### src/verilog/board_params.svh
`ifndef BOARD_PARAMS_SVH
`define BOARD_PARAMS_SVH

// ----------------------------------------------------------
// Microphone clocking
// ----------------------------------------------------------

`define MIC_SCK_HALF     2   // clk cycles per sck half period

`define MIC_FRAME_SLOTS  2   // Left plus right ws slot per frame

// ----------------------------------------------------------
// Key filtering
// ----------------------------------------------------------

`define DEBOUNCE_CYCLES  8   // Consecutive differing cycles per flip

`endif
### src/verilog/audio_pkg.sv
`default_nettype none

package audio_pkg;

    // ----------------------------------------------------------
    // I2S word layout
    // ----------------------------------------------------------

    parameter int W_SAMPLE = 24;                 // Mic word, MSB first
    parameter int W_SLOT   = 32;                 // sck periods per ws half
    parameter int W_MAG    = W_SAMPLE - 1;       // Magnitude without sign

    // ----------------------------------------------------------
    // Stream types
    // ----------------------------------------------------------

    // Two's complement sample as shifted in from sd
    typedef logic signed [W_SAMPLE - 1:0] sample_t;

    // Absolute value, saturated for the most negative sample
    typedef logic        [W_MAG    - 1:0] mag_t;

endpackage

`default_nettype wire

### src/verilog/board_pkg.sv
`default_nettype none

package board_pkg;

    // ----------------------------------------------------------
    // Panel widths
    // ----------------------------------------------------------

    parameter int W_KEY   = 4;                   // Push keys on the board
    parameter int W_LED   = 8;                   // Level bar length
    parameter int W_SEG   = 8;                   // abcdefgh
    parameter int W_DIGIT = 4;                   // Digit enables

    // ----------------------------------------------------------
    // Panel vectors
    // ----------------------------------------------------------

    typedef logic [W_KEY   - 1:0] key_t;         // 1 is pressed after inversion
    typedef logic [W_LED   - 1:0] led_t;         // 1 is lit
    typedef logic [W_SEG   - 1:0] seg_t;         // Bit 7 is a, bit 0 is h
    typedef logic [W_DIGIT - 1:0] digit_t;       // Bit 0 is the rightmost position

endpackage

`default_nettype wire

### src/verilog/board_top.sv
`default_nettype none

module board_top
(
    input  logic              clk,
    input  logic              rst,
    input  board_pkg::key_t   key_n,             // Push keys, active low
    output logic              sck,               // Mic bit clock
    output logic              ws,                // Mic word select
    output logic              lr,                // Mic channel select
    input  logic              sd,                // Mic serial data
    output board_pkg::led_t   led,
    output board_pkg::seg_t   abcdefgh,
    output board_pkg::digit_t digit
);

    import board_pkg::*;
    import audio_pkg::*;

    // ----------------------------------------------------------
    // Channels into the mixer
    // ----------------------------------------------------------

    logic    mic_req;
    logic    mic_ack;
    sample_t mic_sample;
    logic    key_req;
    logic    key_ack;
    key_t    key_state;

    assign lr = 1'b0;                            // Mic answers in the left slot

    mic_i2s_receiver u_mic
    (
        .clk    (clk),
        .rst    (rst),
        .sck    (sck),
        .ws     (ws),
        .sd     (sd),
        .req    (mic_req),
        .sample (mic_sample),
        .ack    (mic_ack)
    );

    key_debouncer u_keys
    (
        .clk   (clk),
        .rst   (rst),
        .key_n (key_n),
        .req   (key_req),
        .state (key_state),
        .ack   (key_ack)
    );

    panel_mixer u_mixer
    (
        .clk        (clk),
        .rst        (rst),
        .mic_req    (mic_req),
        .mic_sample (mic_sample),
        .mic_ack    (mic_ack),
        .key_req    (key_req),
        .key_state  (key_state),
        .key_ack    (key_ack),
        .led        (led),
        .abcdefgh   (abcdefgh),
        .digit      (digit)
    );

endmodule

`default_nettype wire

### src/verilog/panel_mixer.sv
`default_nettype none

module panel_mixer
(
    input  logic               clk,
    input  logic               rst,
    input  logic               mic_req,
    input  audio_pkg::sample_t mic_sample,
    output logic               mic_ack,
    input  logic               key_req,
    input  board_pkg::key_t    key_state,
    output logic               key_ack,
    output board_pkg::led_t    led,
    output board_pkg::seg_t    abcdefgh,
    output board_pkg::digit_t  digit
);

    import board_pkg::*;
    import audio_pkg::*;

    localparam int LEVEL_BASE = 15;              // Bit 16 lights the first LED
    localparam int W_LEVEL    = $clog2(W_LED + 1);

    logic                 mic_req_q;
    logic                 key_req_q;
    logic                 mic_take;              // ack rising this cycle
    logic                 key_take;
    mag_t                 magnitude;
    logic [W_LEVEL - 1:0] level;
    led_t                 bar;
    logic                 key_any;
    logic [3:0]           key_idx;               // Lowest pressed key
    seg_t                 glyph;

    function automatic seg_t hex_glyph(input logic [3:0] value);
        case (value)                             // abcdefgh
        4'h0:    return 8'b1111_1100;
        4'h1:    return 8'b0110_0000;
        4'h2:    return 8'b1101_1010;
        4'h3:    return 8'b1111_0010;
        4'h4:    return 8'b0110_0110;
        4'h5:    return 8'b1011_0110;
        4'h6:    return 8'b1011_1110;
        4'h7:    return 8'b1110_0000;
        4'h8:    return 8'b1111_1110;
        4'h9:    return 8'b1111_0110;
        4'ha:    return 8'b1110_1110;
        4'hb:    return 8'b0011_1110;
        4'hc:    return 8'b1001_1100;
        4'hd:    return 8'b0111_1010;
        4'he:    return 8'b1001_1110;
        default: return 8'b1000_1110;            // F
        endcase
    endfunction

    // ----------------------------------------------------------
    // Level bar
    // ----------------------------------------------------------

    always_comb
    begin
        if (!mic_sample[W_SAMPLE - 1])
            magnitude = mic_sample[W_MAG - 1:0];
        else if (mic_sample[W_MAG - 1:0] == '0)
            magnitude = '1;                      // Most negative saturates
        else
            magnitude = mag_t'(-mic_sample);

        level = '0;
        for (int i = LEVEL_BASE + 1; i < W_MAG; i++)
            if (magnitude[i])
                level = W_LEVEL'(i - LEVEL_BASE);   // Highest set bit wins
        if (level > W_LEVEL'(W_LED))
            level = W_LEVEL'(W_LED);

        for (int j = 0; j < W_LED; j++)
            bar[j] = (j < level);                // Thermometer from LED 0
    end

    // ----------------------------------------------------------
    // Key glyph
    // ----------------------------------------------------------

    always_comb
    begin
        key_any = |key_state;
        key_idx = '0;
        for (int i = W_KEY - 1; i >= 0; i--)
            if (key_state[i])
                key_idx = 4'(i);                 // Lowest index last
        glyph = key_any ? hex_glyph(key_idx) : '0;
    end

    // ----------------------------------------------------------
    // Handshake acceptors and panel registers
    // ----------------------------------------------------------

    assign mic_take = mic_req_q & ~mic_ack;
    assign key_take = key_req_q & ~key_ack;

    always_ff @(posedge clk or posedge rst)
    begin
        if (rst)
        begin
            mic_req_q <= 1'b0;
            key_req_q <= 1'b0;
            mic_ack   <= 1'b0;
            key_ack   <= 1'b0;
            led       <= '0;
            abcdefgh  <= '0;
            digit     <= '0;
        end
        else
        begin
            mic_req_q <= mic_req;                // req seen one cycle later
            key_req_q <= key_req;

            if (mic_take)
            begin
                mic_ack <= 1'b1;
                led     <= bar;                  // Payload taken with ack
            end
            else if (!mic_req_q)
                mic_ack <= 1'b0;

            if (key_take)
            begin
                key_ack  <= 1'b1;
                abcdefgh <= glyph;
                digit    <= key_any ? digit_t'(1) : '0;   // Rightmost position only
            end
            else if (!key_req_q)
                key_ack <= 1'b0;
        end
    end

endmodule

`default_nettype wire

### src/verilog/key_debouncer.sv
`default_nettype none

`include "board_params.svh"

module key_debouncer
(
    input  logic            clk,
    input  logic            rst,
    input  board_pkg::key_t key_n,               // Active low pins
    output logic            req,
    output board_pkg::key_t state,
    input  logic            ack
);

    import board_pkg::*;

    localparam int W_CNT = $clog2(`DEBOUNCE_CYCLES + 1);

    key_t               key_meta;                // First sync stage
    key_t               key_sync;
    key_t               pressed;
    key_t               stable;                  // Debounced vector
    key_t               flip;
    logic [W_CNT - 1:0] cnt [W_KEY];             // Differing cycles per key
    logic               pending;                 // Change not yet offered
    logic               busy;
    logic               load;

    always_ff @(posedge clk or posedge rst)
    begin
        if (rst)
        begin
            key_meta <= '1;                      // Released
            key_sync <= '1;
        end
        else
        begin
            key_meta <= key_n;
            key_sync <= key_meta;
        end
    end

    assign pressed = ~key_sync;

    // A bit flips on its DEBOUNCE_CYCLES-th differing cycle
    always_comb
    begin
        for (int i = 0; i < W_KEY; i++)
            flip[i] = (pressed[i] != stable[i]) && (cnt[i] == W_CNT'(`DEBOUNCE_CYCLES - 1));
    end

    always_ff @(posedge clk or posedge rst)
    begin
        if (rst)
        begin
            stable  <= '0;
            pending <= 1'b0;
            for (int i = 0; i < W_KEY; i++)
                cnt[i] <= '0;
        end
        else
        begin
            for (int i = 0; i < W_KEY; i++)
            begin
                if (pressed[i] == stable[i] || flip[i])
                    cnt[i] <= '0;                // Run broken or completed
                else
                    cnt[i] <= cnt[i] + W_CNT'(1);
            end

            stable  <= stable ^ flip;
            pending <= (pending & ~load) | (|flip);   // Re-armed by a late change
        end
    end

    assign load = pending & ~busy;               // Current vector, never a stale one

    hs_sender
    #(
        .payload_t (key_t)
    )
    u_sender
    (
        .clk     (clk),
        .rst     (rst),
        .load    (load),
        .data    (stable),
        .busy    (busy),
        .req     (req),
        .payload (state),
        .ack     (ack)
    );

endmodule

`default_nettype wire

### src/verilog/mic_i2s_receiver.sv
`default_nettype none

`include "board_params.svh"

module mic_i2s_receiver
(
    input  logic               clk,
    input  logic               rst,
    output logic               sck,
    output logic               ws,
    input  logic               sd,
    output logic               req,
    output audio_pkg::sample_t sample,
    input  logic               ack
);

    import audio_pkg::*;

    localparam int FRAME_BITS = `MIC_FRAME_SLOTS * W_SLOT;   // sck periods per frame
    localparam int W_BIT      = $clog2(FRAME_BITS);
    localparam int W_DIV      = $clog2(`MIC_SCK_HALF) + 1;

    logic [W_DIV - 1:0] div_cnt;                 // clk cycles within an sck half
    logic [W_BIT - 1:0] bit_cnt;                 // sck period within the frame
    logic [W_BIT - 1:0] bit_next;
    logic               sck_edge;
    logic               sck_rise;
    logic               sck_fall;
    logic               in_word;                 // Slot bits 1 to W_SAMPLE
    sample_t            shift_reg;
    logic               word_done;
    logic               busy;
    logic               load;

    // ----------------------------------------------------------
    // sck and ws generation
    // ----------------------------------------------------------

    assign sck_edge = (div_cnt == W_DIV'(`MIC_SCK_HALF - 1));
    assign sck_rise = sck_edge & ~sck;
    assign sck_fall = sck_edge &  sck;

    assign bit_next = (bit_cnt == W_BIT'(FRAME_BITS - 1)) ? '0 : bit_cnt + W_BIT'(1);

    always_ff @(posedge clk or posedge rst)
    begin
        if (rst)
        begin
            div_cnt <= '0;
            sck     <= 1'b0;
            bit_cnt <= '0;
            ws      <= 1'b0;                     // Left slot first
        end
        else
        begin
            if (sck_edge)
            begin
                div_cnt <= '0;
                sck     <= ~sck;
            end
            else
                div_cnt <= div_cnt + W_DIV'(1);

            if (sck_fall)
            begin
                bit_cnt <= bit_next;
                ws      <= (bit_next >= W_BIT'(W_SLOT));   // ws moves on falling sck
            end
        end
    end

    // ----------------------------------------------------------
    // Left word capture
    // ----------------------------------------------------------

    // MSB arrives one sck period after ws falls
    assign in_word = (bit_cnt != '0) && (bit_cnt <= W_BIT'(W_SAMPLE));

    always_ff @(posedge clk)
    begin
        if (sck_rise && in_word)
            shift_reg <= {shift_reg[W_SAMPLE - 2:0], sd};   // MSB first
    end

    always_ff @(posedge clk or posedge rst)
    begin
        if (rst)
            word_done <= 1'b0;
        else
            word_done <= sck_rise && (bit_cnt == W_BIT'(W_SAMPLE));   // Last bit taken
    end

    // Newest sample lost if the channel is still open
    assign load = word_done & ~busy;

    hs_sender
    #(
        .payload_t (sample_t)
    )
    u_sender
    (
        .clk     (clk),
        .rst     (rst),
        .load    (load),
        .data    (shift_reg),
        .busy    (busy),
        .req     (req),
        .payload (sample),
        .ack     (ack)
    );

endmodule

`default_nettype wire

### src/verilog/hs_sender.sv
`default_nettype none

module hs_sender
#(
    parameter type payload_t = logic [7:0]
)
(
    input  logic     clk,
    input  logic     rst,
    input  logic     load,                       // Producer offers data
    input  payload_t data,
    output logic     busy,                       // Load refused while high
    output logic     req,
    output payload_t payload,
    input  logic     ack
);

    typedef enum logic [1:0]
    {
        IDLE,                                    // Ready for a load
        REQUEST,                                 // req high, waiting for ack
        RELEASE                                  // req low, waiting for ack low
    } state_t;

    state_t state;

    always_ff @(posedge clk or posedge rst)
    begin
        if (rst)
        begin
            state <= IDLE;
            req   <= 1'b0;
        end
        else
        begin
            case (state)
            IDLE:
                if (load)
                begin
                    state <= REQUEST;
                    req   <= 1'b1;               // Payload latched on the same edge
                end
            REQUEST:
                if (ack)
                begin
                    state <= RELEASE;
                    req   <= 1'b0;
                end
            RELEASE:
                if (!ack)
                    state <= IDLE;               // Four phases closed
            default:
                state <= IDLE;
            endcase
        end
    end

    // Held stable for the whole request phase
    always_ff @(posedge clk)
    begin
        if (state == IDLE && load)
            payload <= data;
    end

    assign busy = (state != IDLE);

endmodule

`default_nettype wire

### config.mk
export PLATFORM = sky130hd
export DESIGN_NAME = board_top
export DESIGN_NICKNAME = d
export VERILOG_FILES = /design/src/verilog/audio_pkg.sv /design/src/verilog/board_pkg.sv /design/src/verilog/board_top.sv /design/src/verilog/panel_mixer.sv /design/src/verilog/key_debouncer.sv /design/src/verilog/mic_i2s_receiver.sv /design/src/verilog/hs_sender.sv
export VERILOG_INCLUDE_DIRS = /design/src /design/src/verilog
export SDC_FILE = /design/constraint.sdc
export NUM_CORES = 1
export LEC_CHECK = 0
export BUFFER_PORTS_ARGS = -buffer_cell sky130_fd_sc_hd__buf_2
export CORE_ASPECT_RATIO = 0.75
export CORE_MARGIN = 4
export CORE_UTILIZATION = 40
export CTS_BUF_LIST = sky130_fd_sc_hd__clkbuf_4
export CTS_CLUSTER_SIZE = 24
export DETAILED_ROUTE_END_ITERATION = 10
export PLACE_DENSITY = 0.61
export SYNTH_ARGS = -nofsm -noshare
export SYNTH_HDL_FRONTEND = slang
export SYNTH_HIERARCHICAL = 1
export SYNTH_SLANG_ARGS = --single-unit
export TNS_END_PERCENT = 5
### constraint.sdc
create_clock -name clk -period 3.75 [get_ports clk]
set_clock_uncertainty 0.2 [all_clocks]
set_input_delay 0.375 -clock clk [delete_from_list [all_inputs] [get_ports clk]]
set_output_delay 0.375 -clock clk [all_outputs]
set_load 0.02 [all_outputs]
==> impl_metrics.env, run 1 <==
export IMPL_path_buf_inv=0
export IMPL_synth_ff_type="dfrtp_1"
export IMPL_synth_edf_count=52
export IMPL_cts_tree="built"
export IMPL_drive_gt1_share_pct=17.53
export IMPL_cts_root_buf="clkbuf_4"
export IMPL_critical_path_arrival_ns=2.64
export IMPL_place_inst=507
export IMPL_synth_compound_area_share_pct=7.640
export IMPL_fill_cells=998
export IMPL_nNetsFinal=405
export IMPL_antenna_left=0
export IMPL_status="complete, no violations"
export IMPL_final_common_cell="dfrtp_1"
export IMPL_die_width_um=131.9
export IMPL_gp_congestion=0.7543
export IMPL_synth_fa_ha_area_share_pct=1.631
export IMPL_setup_viol=0
export IMPL_path_max_fanout=8
export IMPL_first_global_vias=2543
export IMPL_end_kind="register"
export IMPL_ff2ff_setup_slack_ns=1.28
export IMPL_first_pass_iters=5
export IMPL_path_clk_slew_ns=0.10
export IMPL_clockBufferDepth=2
export IMPL_dp_hpwl_um=5006
export IMPL_portBuffers=23
export IMPL_grt_use_total_pct=12.22
export IMPL_core_area_um2=11070
export IMPL_drt_iter0_drc=239
export IMPL_yosys_area_share_xor_xnor_pct=3.806
export IMPL_grt_ovfl_total=0
export IMPL_viasPerCell=4.883
export IMPL_cap_violations=0
export IMPL_ys_async_sr_fraction_pct=54.39
export IMPL_p_leak_nw=2.141
export IMPL_critPathKind="register to register"
export IMPL_wl_um=7349
export IMPL_finalHoldViolCount=0
export IMPL_start_util_pct=41.59
export IMPL_peakVddDrop_mv=0.2533
export IMPL_routedWlPerCell_um=13.48
export IMPL_syn_area_per_cell_um2=12.89
export IMPL_post_cts_resize_count=0
export IMPL_start_kind="register"
export IMPL_ctsHtreeMaxLevel=4
export IMPL_r2r_end="u_mixer/led[2]$_DFFE_PP0P_"
export IMPL_layout_common_cells="dfrtp_1, edfxtp_1, nor2_1"
export IMPL_min_path_type="input pin to asynchronous set/reset pin"
export IMPL_cts_buffers=17
export IMPL_vias=2661
export IMPL_grt_max_degree=30
export IMPL_die_area_um2=13300
export IMPL_ff2ff_path_depth=6
export IMPL_die_h_um=100.9
export IMPL_critPathTopFamily="simple AND/OR/NAND/NOR gates"
export IMPL_maxSlewViolCount=0
export IMPL_cts_sinks=114
export IMPL_synth_simple_gate_area_share_pct=13.27
export IMPL_yosysWarnings=6
export IMPL_grt_pass1_wl_um=12710
export IMPL_ys_ff_latch=114
export IMPL_ys_types=53
export IMPL_fin_setup_tns_ns=0
export IMPL_area_growth_synth_to_final_pct=11.80
export IMPL_synth_top_family_by_area="simple AND/OR/NAND/NOR gates"
export IMPL_worstPathCellList="nor4_1 -> and4_1 -> a21oi_1 -> nor4_2 -> nor2_1 -> a221o_1"
export IMPL_antenna_found_initial=0
export IMPL_critPathMaxStageDelay_ns=0.49
export IMPL_synth_area_um2=4602
export IMPL_syn_inst=357
export IMPL_instances_no_fill=545
export IMPL_fmax_mhz=405.0
export IMPL_ioPinCount=30
export IMPL_tightestPinTransition_ns=1.045
export IMPL_ys_seq_area_share_pct=67.86
export IMPL_worst_path_max_delay_cell="and4_1"
export IMPL_max_slew_margin_pct=30.26
export IMPL_num_rows=33
export IMPL_synth_mux_area_share_pct=0.9516
export IMPL_fin_crit_sh_pct=65.84
export IMPL_rsz0062_at_grt="no"
export IMPL_antennaDiodeCount=0
export IMPL_clk_latency_ns=0.48
export IMPL_r2r_start="u_mic/u_sender/payload[11]$_DFFE_PP_"
export IMPL_drc=0
export IMPL_post_route_min_period_ns=2.469
export IMPL_crit_required_ns=3.92
export IMPL_power_density_nw_per_um2=541.6
metal layers:
metal / vias up / GRT usage [%] / routed length (um)
li1: 1322 / - / -
met1: 1264 / 17.99 / 3995
met2: 69 / 16.04 / 2960
met3: 6 / 5.339 / 323
met4: 0 / 3.874 / 69
met5: - / 0 / 0
tightest hold or removal path, delay by kind of cell:
kind,cells,cell delay (ns)
buffers and inverters,3,0.80
synth_stat cells, types with 2 or more instances:
cell type	instances	area (um2)
clkbuf_1	6	22.52
o211ai_1	2	15.01
o31ai_1	2	15.01
or2_1	3	18.77
conb_1	2	7.510
a21o_1	2	15.01
nand2b_1	9	56.30
a21oi_1	10	50.05
mux2_2	3	33.78
nor4_1	5	31.28
nor2b_1	4	25.02
edfxtp_1	52	1562
buf_4	9	67.56
o21ai_1	2	10.01
buf_6	3	33.78
dfrtp_1	54	1351
inv_1	23	86.33
nor2_1	35	131.4
a22oi_1	2	15.01
o21ai_0	16	80.08
xor2_1	11	96.34
xnor2_1	9	78.83
and3_1	3	18.77
a211oi_1	4	30.03
nand3_1	11	55.05
nand3b_1	5	37.54
o22ai_1	2	12.51
ha_1	6	75.07
nand2_1	19	71.32
a221o_1	2	20.02
nor3_1	4	20.02
or3_1	4	25.02
nand4b_1	3	26.28
dfstp_2	8	210.2
o41ai_1	2	17.52
nand4_1	2	12.51
nor4_2	2	25.02
cells by family (layout without fill, tap and decap cells):
family / count (synthesis) / count (layout)
AO/OA/AOI/OAI: 54 / 54
XOR/XNOR: 20 / 20
adder cells (fa/ha/maj): 6 / 6
buffers and inverters: 42 / 86
flip-flops: 114 / 114
multiplexers: 4 / 4
other: 2 / 6
AND/OR/NAND/NOR: 115 / 115
per-stage QoR:
step	cell area (um2)	util [%]	setup slack (ns)	hold WS, ns	total power, W
3_5_place_dp	4800	43.37	1.313	0.1081	0.001916
3_3_place_gp	4800	43.37	1.379	0.1067	0.001894
5_1_grt	5145	46.49	1.104	0.08901	0.002971
4_1_cts	5145	46.49	1.303	0.09857	0.002835
6_report	5145	46.49	1.281	0.1460	0.002787
2_1_floorplan	4617	-	0.9274	-0.07136	0.001825
repair_timing:
action | in CTS | in global routing
buffers inserted | 0 | 0
endpoints found under the hold margin | 46 | 0
hold buffers | 6 | 0
endpoints found under the setup margin | 0 | 0
power by group:
| part | leakage (nW) | internal, W | switching, W |
|---|---|---|---|
| registers | 1.29 | 0.00143 | 0.0000947 |
| clock network | 0.150 | 0.000465 | 0.000435 |
| logic | 0.698 | 0.000142 | 0.000217 |
final cells by class:
type	count	area, um2	share of cell area [%]
tap	140	175.2	3.405
inverter	23	86.33	1.678
sequential	114	3123	60.70
timing repair buffer	31	190.2	3.696
clock inverter	13	142.6	2.772
clock buffer	19	142.6	2.772
multi-input combinational	205	1285	24.98
worst max path at each step:
| stage | start | end | slack [ns] | cells past startpoint |
|---|---|---|---|---|
| floorplan | u_mic/bit_cnt[0]$_DFFE_PP0P_ | u_mic/shift_reg[0]$_DFFE_PP_ | 0.93 | 5 |
| global placement | u_mic/u_sender/payload[11]$_DFFE_PP_ | u_mixer/led[2]$_DFFE_PP0P_ | 1.38 | 6 |
| detailed placement | u_mic/u_sender/payload[10]$_DFFE_PP_ | u_mixer/led[2]$_DFFE_PP0P_ | 1.31 | 6 |
| CTS | u_mic/u_sender/payload[10]$_DFFE_PP_ | u_mixer/led[2]$_DFFE_PP0P_ | 1.30 | 6 |
| global route | u_mic/u_sender/payload[11]$_DFFE_PP_ | u_mixer/led[2]$_DFFE_PP0P_ | 1.10 | 6 |
| finish | u_mic/u_sender/payload[11]$_DFFE_PP_ | u_mixer/led[2]$_DFFE_PP0P_ | 1.28 | 6 |
Power figures use the tool's default switching activity.
==> run 2: changes to the inputs <==
==> constraint.sdc (replaced) <==
create_clock -name clk -period 2.3 [get_ports clk]
set_clock_uncertainty 0.2 [all_clocks]
set_input_delay 0.23 -clock clk [delete_from_list [all_inputs] [get_ports clk]]
set_output_delay 0.23 -clock clk [all_outputs]
set_load 0.02 [all_outputs]
==> run 2 against run 1 <==
Net effect: clock power grew 68%; final area grew 5.9%; count of clock-buffer cells in the layout shrank 2; first-iteration DRC count grew 2.5%; global-route usage grew 0.066 points; largest cell class unchanged; sequential cell count is the same; total power grew 65%; non-clock buffer count grew 24.
==> impl_metrics.env, run 2 (same netlist as run 1, synthesis figures left out) <==
export IMPL_start_util_pct=41.59
export IMPL_drt_iter0_drc=245
export IMPL_critPathTopFamily="compound AO/OA/AOI/OAI gates"
export IMPL_clockBufferDepth=2
export IMPL_nNetsFinal=429
export IMPL_regArea_um2=3123
export IMPL_antenna_found_initial=0
export IMPL_peakVddDrop_mv=0.4641
export IMPL_grt_pass1_wl_um=12770
export IMPL_min_path_type="input pin to asynchronous set/reset pin"
export IMPL_first_pass_iters=4
export IMPL_cts_tree="built"
export IMPL_num_rows=33
export IMPL_rsz0062_at_grt="yes"
export IMPL_p_leak_nw=2.270
export IMPL_drive_gt1_share_pct=24.71
export IMPL_finalPower_w=0.004588
export IMPL_worst_path_max_delay_cell="edfxtp_1"
export IMPL_critPathMaxStageDelay_ns=0.45
export IMPL_critPathLaunch="u_mic/u_sender/payload[17]$_DFFE_PP_"
export IMPL_gp_congestion=0.7924
export IMPL_grt_use_total_pct=12.28
export IMPL_viasPerCell=4.768
export IMPL_grt_max_degree=25
export IMPL_cts_buffers=17
export IMPL_final_area_um2=5449
export IMPL_die_h_um=100.9
export IMPL_grt_ovfl_total=0
export IMPL_die_area_um2=13300
export IMPL_end_kind="register"
export IMPL_crit_required_ns=2.48
export IMPL_status="complete, no violations"
export IMPL_drc=0
export IMPL_area_growth_synth_to_final_pct=18.41
export IMPL_ff2ff_setup_slack_ns=0.03
export IMPL_die_width_um=131.9
export IMPL_portBuffers=23
export IMPL_tightestPinTransition_ns=0.6716
export IMPL_worstPathCellList="buf_4 -> mux2_2 -> o21a_1 -> a311o_1 -> a211oi_2 -> nor2_2 -> a221o_1"
export IMPL_fin_crit_sh_pct=98.49
export IMPL_path_max_fanout=3
export IMPL_power_density_nw_per_um2=842.0
export IMPL_dp_hpwl_um=4956
export IMPL_finalHoldViolCount=0
export IMPL_multi_input_area_um2=1375
export IMPL_critical_path_arrival_ns=2.45
export IMPL_antenna_left=0
export IMPL_final_util_pct=49.24
export IMPL_final_common_cell="dfrtp_1"
export IMPL_fmax_mhz=441.5
export IMPL_cts_sinks=114
export IMPL_vias=2713
export IMPL_core_area_um2=11070
export IMPL_cap_violations=0
export IMPL_clk_latency_ns=0.49
export IMPL_path_clk_slew_ns=0.10
export IMPL_wl_um=7429
export IMPL_critPathKind="register to register"
export IMPL_fill_cells=980
export IMPL_post_dp_cell_area_um2=4887
export IMPL_layout_common_cells="dfrtp_1, edfxtp_1, nor2_1"
export IMPL_fin_setup_tns_ns=0
export IMPL_antennaDiodeCount=0
export IMPL_max_slew_margin_pct=55.18
export IMPL_ctsHtreeMaxLevel=4
export IMPL_first_global_vias=2519
export IMPL_post_route_min_period_ns=2.265
export IMPL_cts_root_buf="clkbuf_4"
export IMPL_setup_viol=0
export IMPL_r2r_start="u_mic/u_sender/payload[17]$_DFFE_PP_"
export IMPL_ioPinCount=30
export IMPL_start_kind="register"
export IMPL_maxSlewViolCount=0
export IMPL_routedWlPerCell_um=13.06
export IMPL_path_buf_inv=1
-- run 2: worst register-to-register path, delay by kind of cell (launching register included) --
| kind | cells | cell delay [ns] |
|---|---|---|
| AOI/OAI and AO/OA | 4 | 1.03 |
| buffers and inverters | 1 | 0.16 |
| DFF | 1 | 0.45 |
| muxes | 1 | 0.25 |
| and+or+nand+nor | 1 | 0.06 |
-- run 2: layer usage --
layer  vias to the layer above  GRT usage (%)  routed length (um)
met5                         -              0                   0
met4                         0          4.116                  76
met3                        10          5.389                 465
met2                        76          15.80                2951
met1                      1257          18.25                3935
li1                       1370              -                   -
-- run 2: area by class of cell --
cell class | instances | area share [%]
multi-input combinational | 205 | 25.24
inverter | 23 | 1.584
clock inverter | 15 | 3.031
tap | 140 | 3.215
clock buffer | 17 | 2.342
sequential | 114 | 57.31
timing repair buffer | 55 | 7.279
-- run 2: final timing paths --
path / endpoint / cells after the start
max reg2reg: u_mixer/led[4]$_DFFE_PP0P_ / 7
max: u_mixer/led[4]$_DFFE_PP0P_ / 7
min in group clk: u_keys/key_sync[2]$_DFF_PP1_ / 0
min: u_mic/bit_cnt[3]$_DFFE_PP0P_ / 3
min reg2reg: u_keys/key_sync[2]$_DFF_PP1_ / 0
max in group asynchronous: u_keys/key_sync[1]$_DFF_PP1_ / 4
-- run 2: through the flow --
step	instances	worst slack, ns	hold WS [ns]
2_1_floorplan	361	0.1588	-0.2164
3_3_place_gp	516	0.04916	-0.03027
3_5_place_dp	516	0.04818	-0.03292
4_1_cts	555	0.02346	0.07372
5_1_grt	569	-0.07707	0.07573
6_report	569	0.03474	0.09660
-- run 2: power breakdown --
part / switching (W) / internal [W] / total, W
registers: 0.000160 / 0.00234 / 0.00250
clock network: 0.000766 / 0.000742 / 0.00151
logic: 0.000348 / 0.000235 / 0.000583
-- run 2: what timing repair did --
action                                  in CTS  in global routing
endpoints found under the hold margin       54                  0
resized for setup                            0                 17
hold buffers                                 7                  0
endpoints found under the setup margin       0                  5
buffers inserted                             0                 14
==> run 3: changes to the inputs <==
==> constraint.sdc (replaced) <==
create_clock -name clk -period 2.7 [get_ports clk]
set_clock_uncertainty 0.2 [all_clocks]
set_input_delay 0.27 -clock clk [delete_from_list [all_inputs] [get_ports clk]]
set_output_delay 0.27 -clock clk [all_outputs]
set_load 0.005 [all_outputs]
==> run 3 against run 2 <==
Net effect: die area unchanged; combinational power decreased by 28%; core utilization decreased by 1.8 points; sequential share of layout area increased by 2.2 points; count of clock-buffer cells in the layout unchanged; hold slack improved by 0.052 ns; sequential power decreased by 15%; largest power group unchanged; register-to-register slack improved by 0.20 ns; worst setup slack improved by 0.20 ns; via count decreased by 2.3%; cell count decreased by 3.5%; critical endpoint unchanged.
==> impl_metrics.env, run 3 (same netlist as run 1, synthesis figures left out) <==
export IMPL_first_pass_iters=4
export IMPL_core_area_um2=11070
export IMPL_critPathLaunch="u_mic/u_sender/payload[11]$_DFFE_PP_"
export IMPL_layout_common_cells="dfrtp_1, edfxtp_1, nor2_1"
export IMPL_max_slew_margin_pct=35.75
export IMPL_die_width_um=131.9
export IMPL_end_kind="register"
export IMPL_cts_buffers=17
export IMPL_wl_um=7123
export IMPL_path_clk_slew_ns=0.12
export IMPL_antenna_found_initial=0
export IMPL_cts_root_buf="clkbuf_4"
export IMPL_post_dp_cell_area_um2=4822
export IMPL_vias=2650
export IMPL_final_common_cell="dfrtp_1"
export IMPL_fill_cells=958
export IMPL_die_area_um2=13300
export IMPL_area_growth_synth_to_final_pct=14.06
export IMPL_setup_viol=0
export IMPL_nNetsFinal=409
export IMPL_drive_gt1_share_pct=19.32
export IMPL_ctsHtreeMaxLevel=4
export IMPL_final_area_um2=5249
export IMPL_drt_iter0_drc=219
export IMPL_r2r_start="u_mic/u_sender/payload[11]$_DFFE_PP_"
export IMPL_cts_tree="built"
export IMPL_drc=0
export IMPL_num_rows=33
export IMPL_cts_sinks=114
export IMPL_clockBufferDepth=2
export IMPL_grt_use_total_pct=11.70
export IMPL_status="complete, no violations"
export IMPL_dp_hpwl_um=4853
export IMPL_crit_required_ns=2.89
export IMPL_critical_path_arrival_ns=2.65
export IMPL_finalHoldViolCount=0
export IMPL_ff2ff_path_depth=6
export IMPL_start_kind="register"
export IMPL_grt_max_degree=27
export IMPL_fin_setup_tns_ns=0
export IMPL_fin_crit_sh_pct=91.18
export IMPL_p_leak_nw=2.198
export IMPL_power_density_nw_per_um2=775.0
export IMPL_peakVddDrop_mv=0.3866
export IMPL_gp_congestion=0.7963
export IMPL_tightestPinTransition_ns=0.9626
export IMPL_fmax_mhz=406.2
export IMPL_rsz0062_at_grt="no"
export IMPL_clk_latency_ns=0.50
export IMPL_grt_pass1_wl_um=12230
export IMPL_maxSlewViolCount=0
export IMPL_grt_ovfl_total=0
export IMPL_path_max_fanout=8
export IMPL_antenna_left=0
export IMPL_die_h_um=100.9
export IMPL_ioPinCount=30
export IMPL_critPathKind="register to register"
export IMPL_routedWlPerCell_um=12.97
export IMPL_viasPerCell=4.827
export IMPL_cap_violations=0
export IMPL_antennaDiodeCount=0
export IMPL_post_route_min_period_ns=2.462
export IMPL_first_global_vias=2519
export IMPL_portBuffers=23
export IMPL_start_util_pct=41.59
export IMPL_min_path_type="input pin to asynchronous set/reset pin"
run 3: cell count changes in the layout (fill, tap and decap cells not counted), sizes merged:
cell,before,now
buf,48,28
clkinvlp,5,1
inv,25,28
bufinv,3,5
clkinv,5,4
run 3: stage by stage:
stage	hold slack (ns)	setup WS (ns)	power, W	utilization [%]	cells
after CTS	0.1103	0.2420	0.004118	47.43	549
after global routing	0.1270	0.02200	0.004290	47.43	549
after detailed placement	0.003283	0.2623	0.002576	43.58	510
after global placement	0.008660	0.3309	0.002557	43.58	510
final	0.1489	0.2380	0.004068	47.43	549
after floorplan	-0.1764	0.1936	0.002459	-	361
run 3: worst max-delay path: stages (launching register included):
cell      delay [ns]
edfxtp_1        0.39
nor4_1          0.44
and4_1          0.46
a21oi_1         0.16
nor4_2          0.31
nor2_1          0.09
a221o_1         0.29
run 3: what timing repair did:
action | in CTS | in global routing
endpoints found under the hold margin | 59 | 0
resized for setup | 0 | 0
buffers inserted | 0 | 0
hold buffers | 7 | 0
run 3: metal layers:
layer,GRT usage (%),wire length [um],up-vias
li1,-,-,1336
met3,5.389,345,6
met4,4.197,51,0
met1,17.21,3899,1249
met2,14.93,2827,59
met5,0,0,-
run 3: final cells by class:
class / instances / area (um2) / area share [%]
clock inverters: 15 / 229.0 / 4.362
repair buffers: 35 / 222.7 / 4.243
inverters: 23 / 86.33 / 1.645
flip-flops and latches: 114 / 3123 / 59.50
clock buffers: 17 / 127.6 / 2.431
multi-input cells: 205 / 1285 / 24.48
well taps: 140 / 175.2 / 3.337
run 3: path summary, 6_finish.rpt:
| path | slack, ns | to |
|---|---|---|
| worst max-delay path | 0.24 | u_mixer/led[4]$_DFFE_PP0P_ |
| worst min-delay path | 0.15 | u_mic/bit_cnt[3]$_DFFE_PP0P_ |
| worst max register to register | 0.24 | u_mixer/led[4]$_DFFE_PP0P_ |
| worst min register to register | 0.16 | u_keys/key_sync[2]$_DFF_PP1_ |
| max in group asynchronous | 1.20 | u_keys/key_sync[3]$_DFF_PP1_ |
| min in group clk | 0.16 | u_keys/key_sync[2]$_DFF_PP1_ |
run 3: power by group:
group | leakage [nW] | internal [W] | switching [W]
logic | 0.716 | 0.000197 | 0.000223
clock network | 0.188 | 0.000841 | 0.000683
registers | 1.29 | 0.00199 | 0.000134
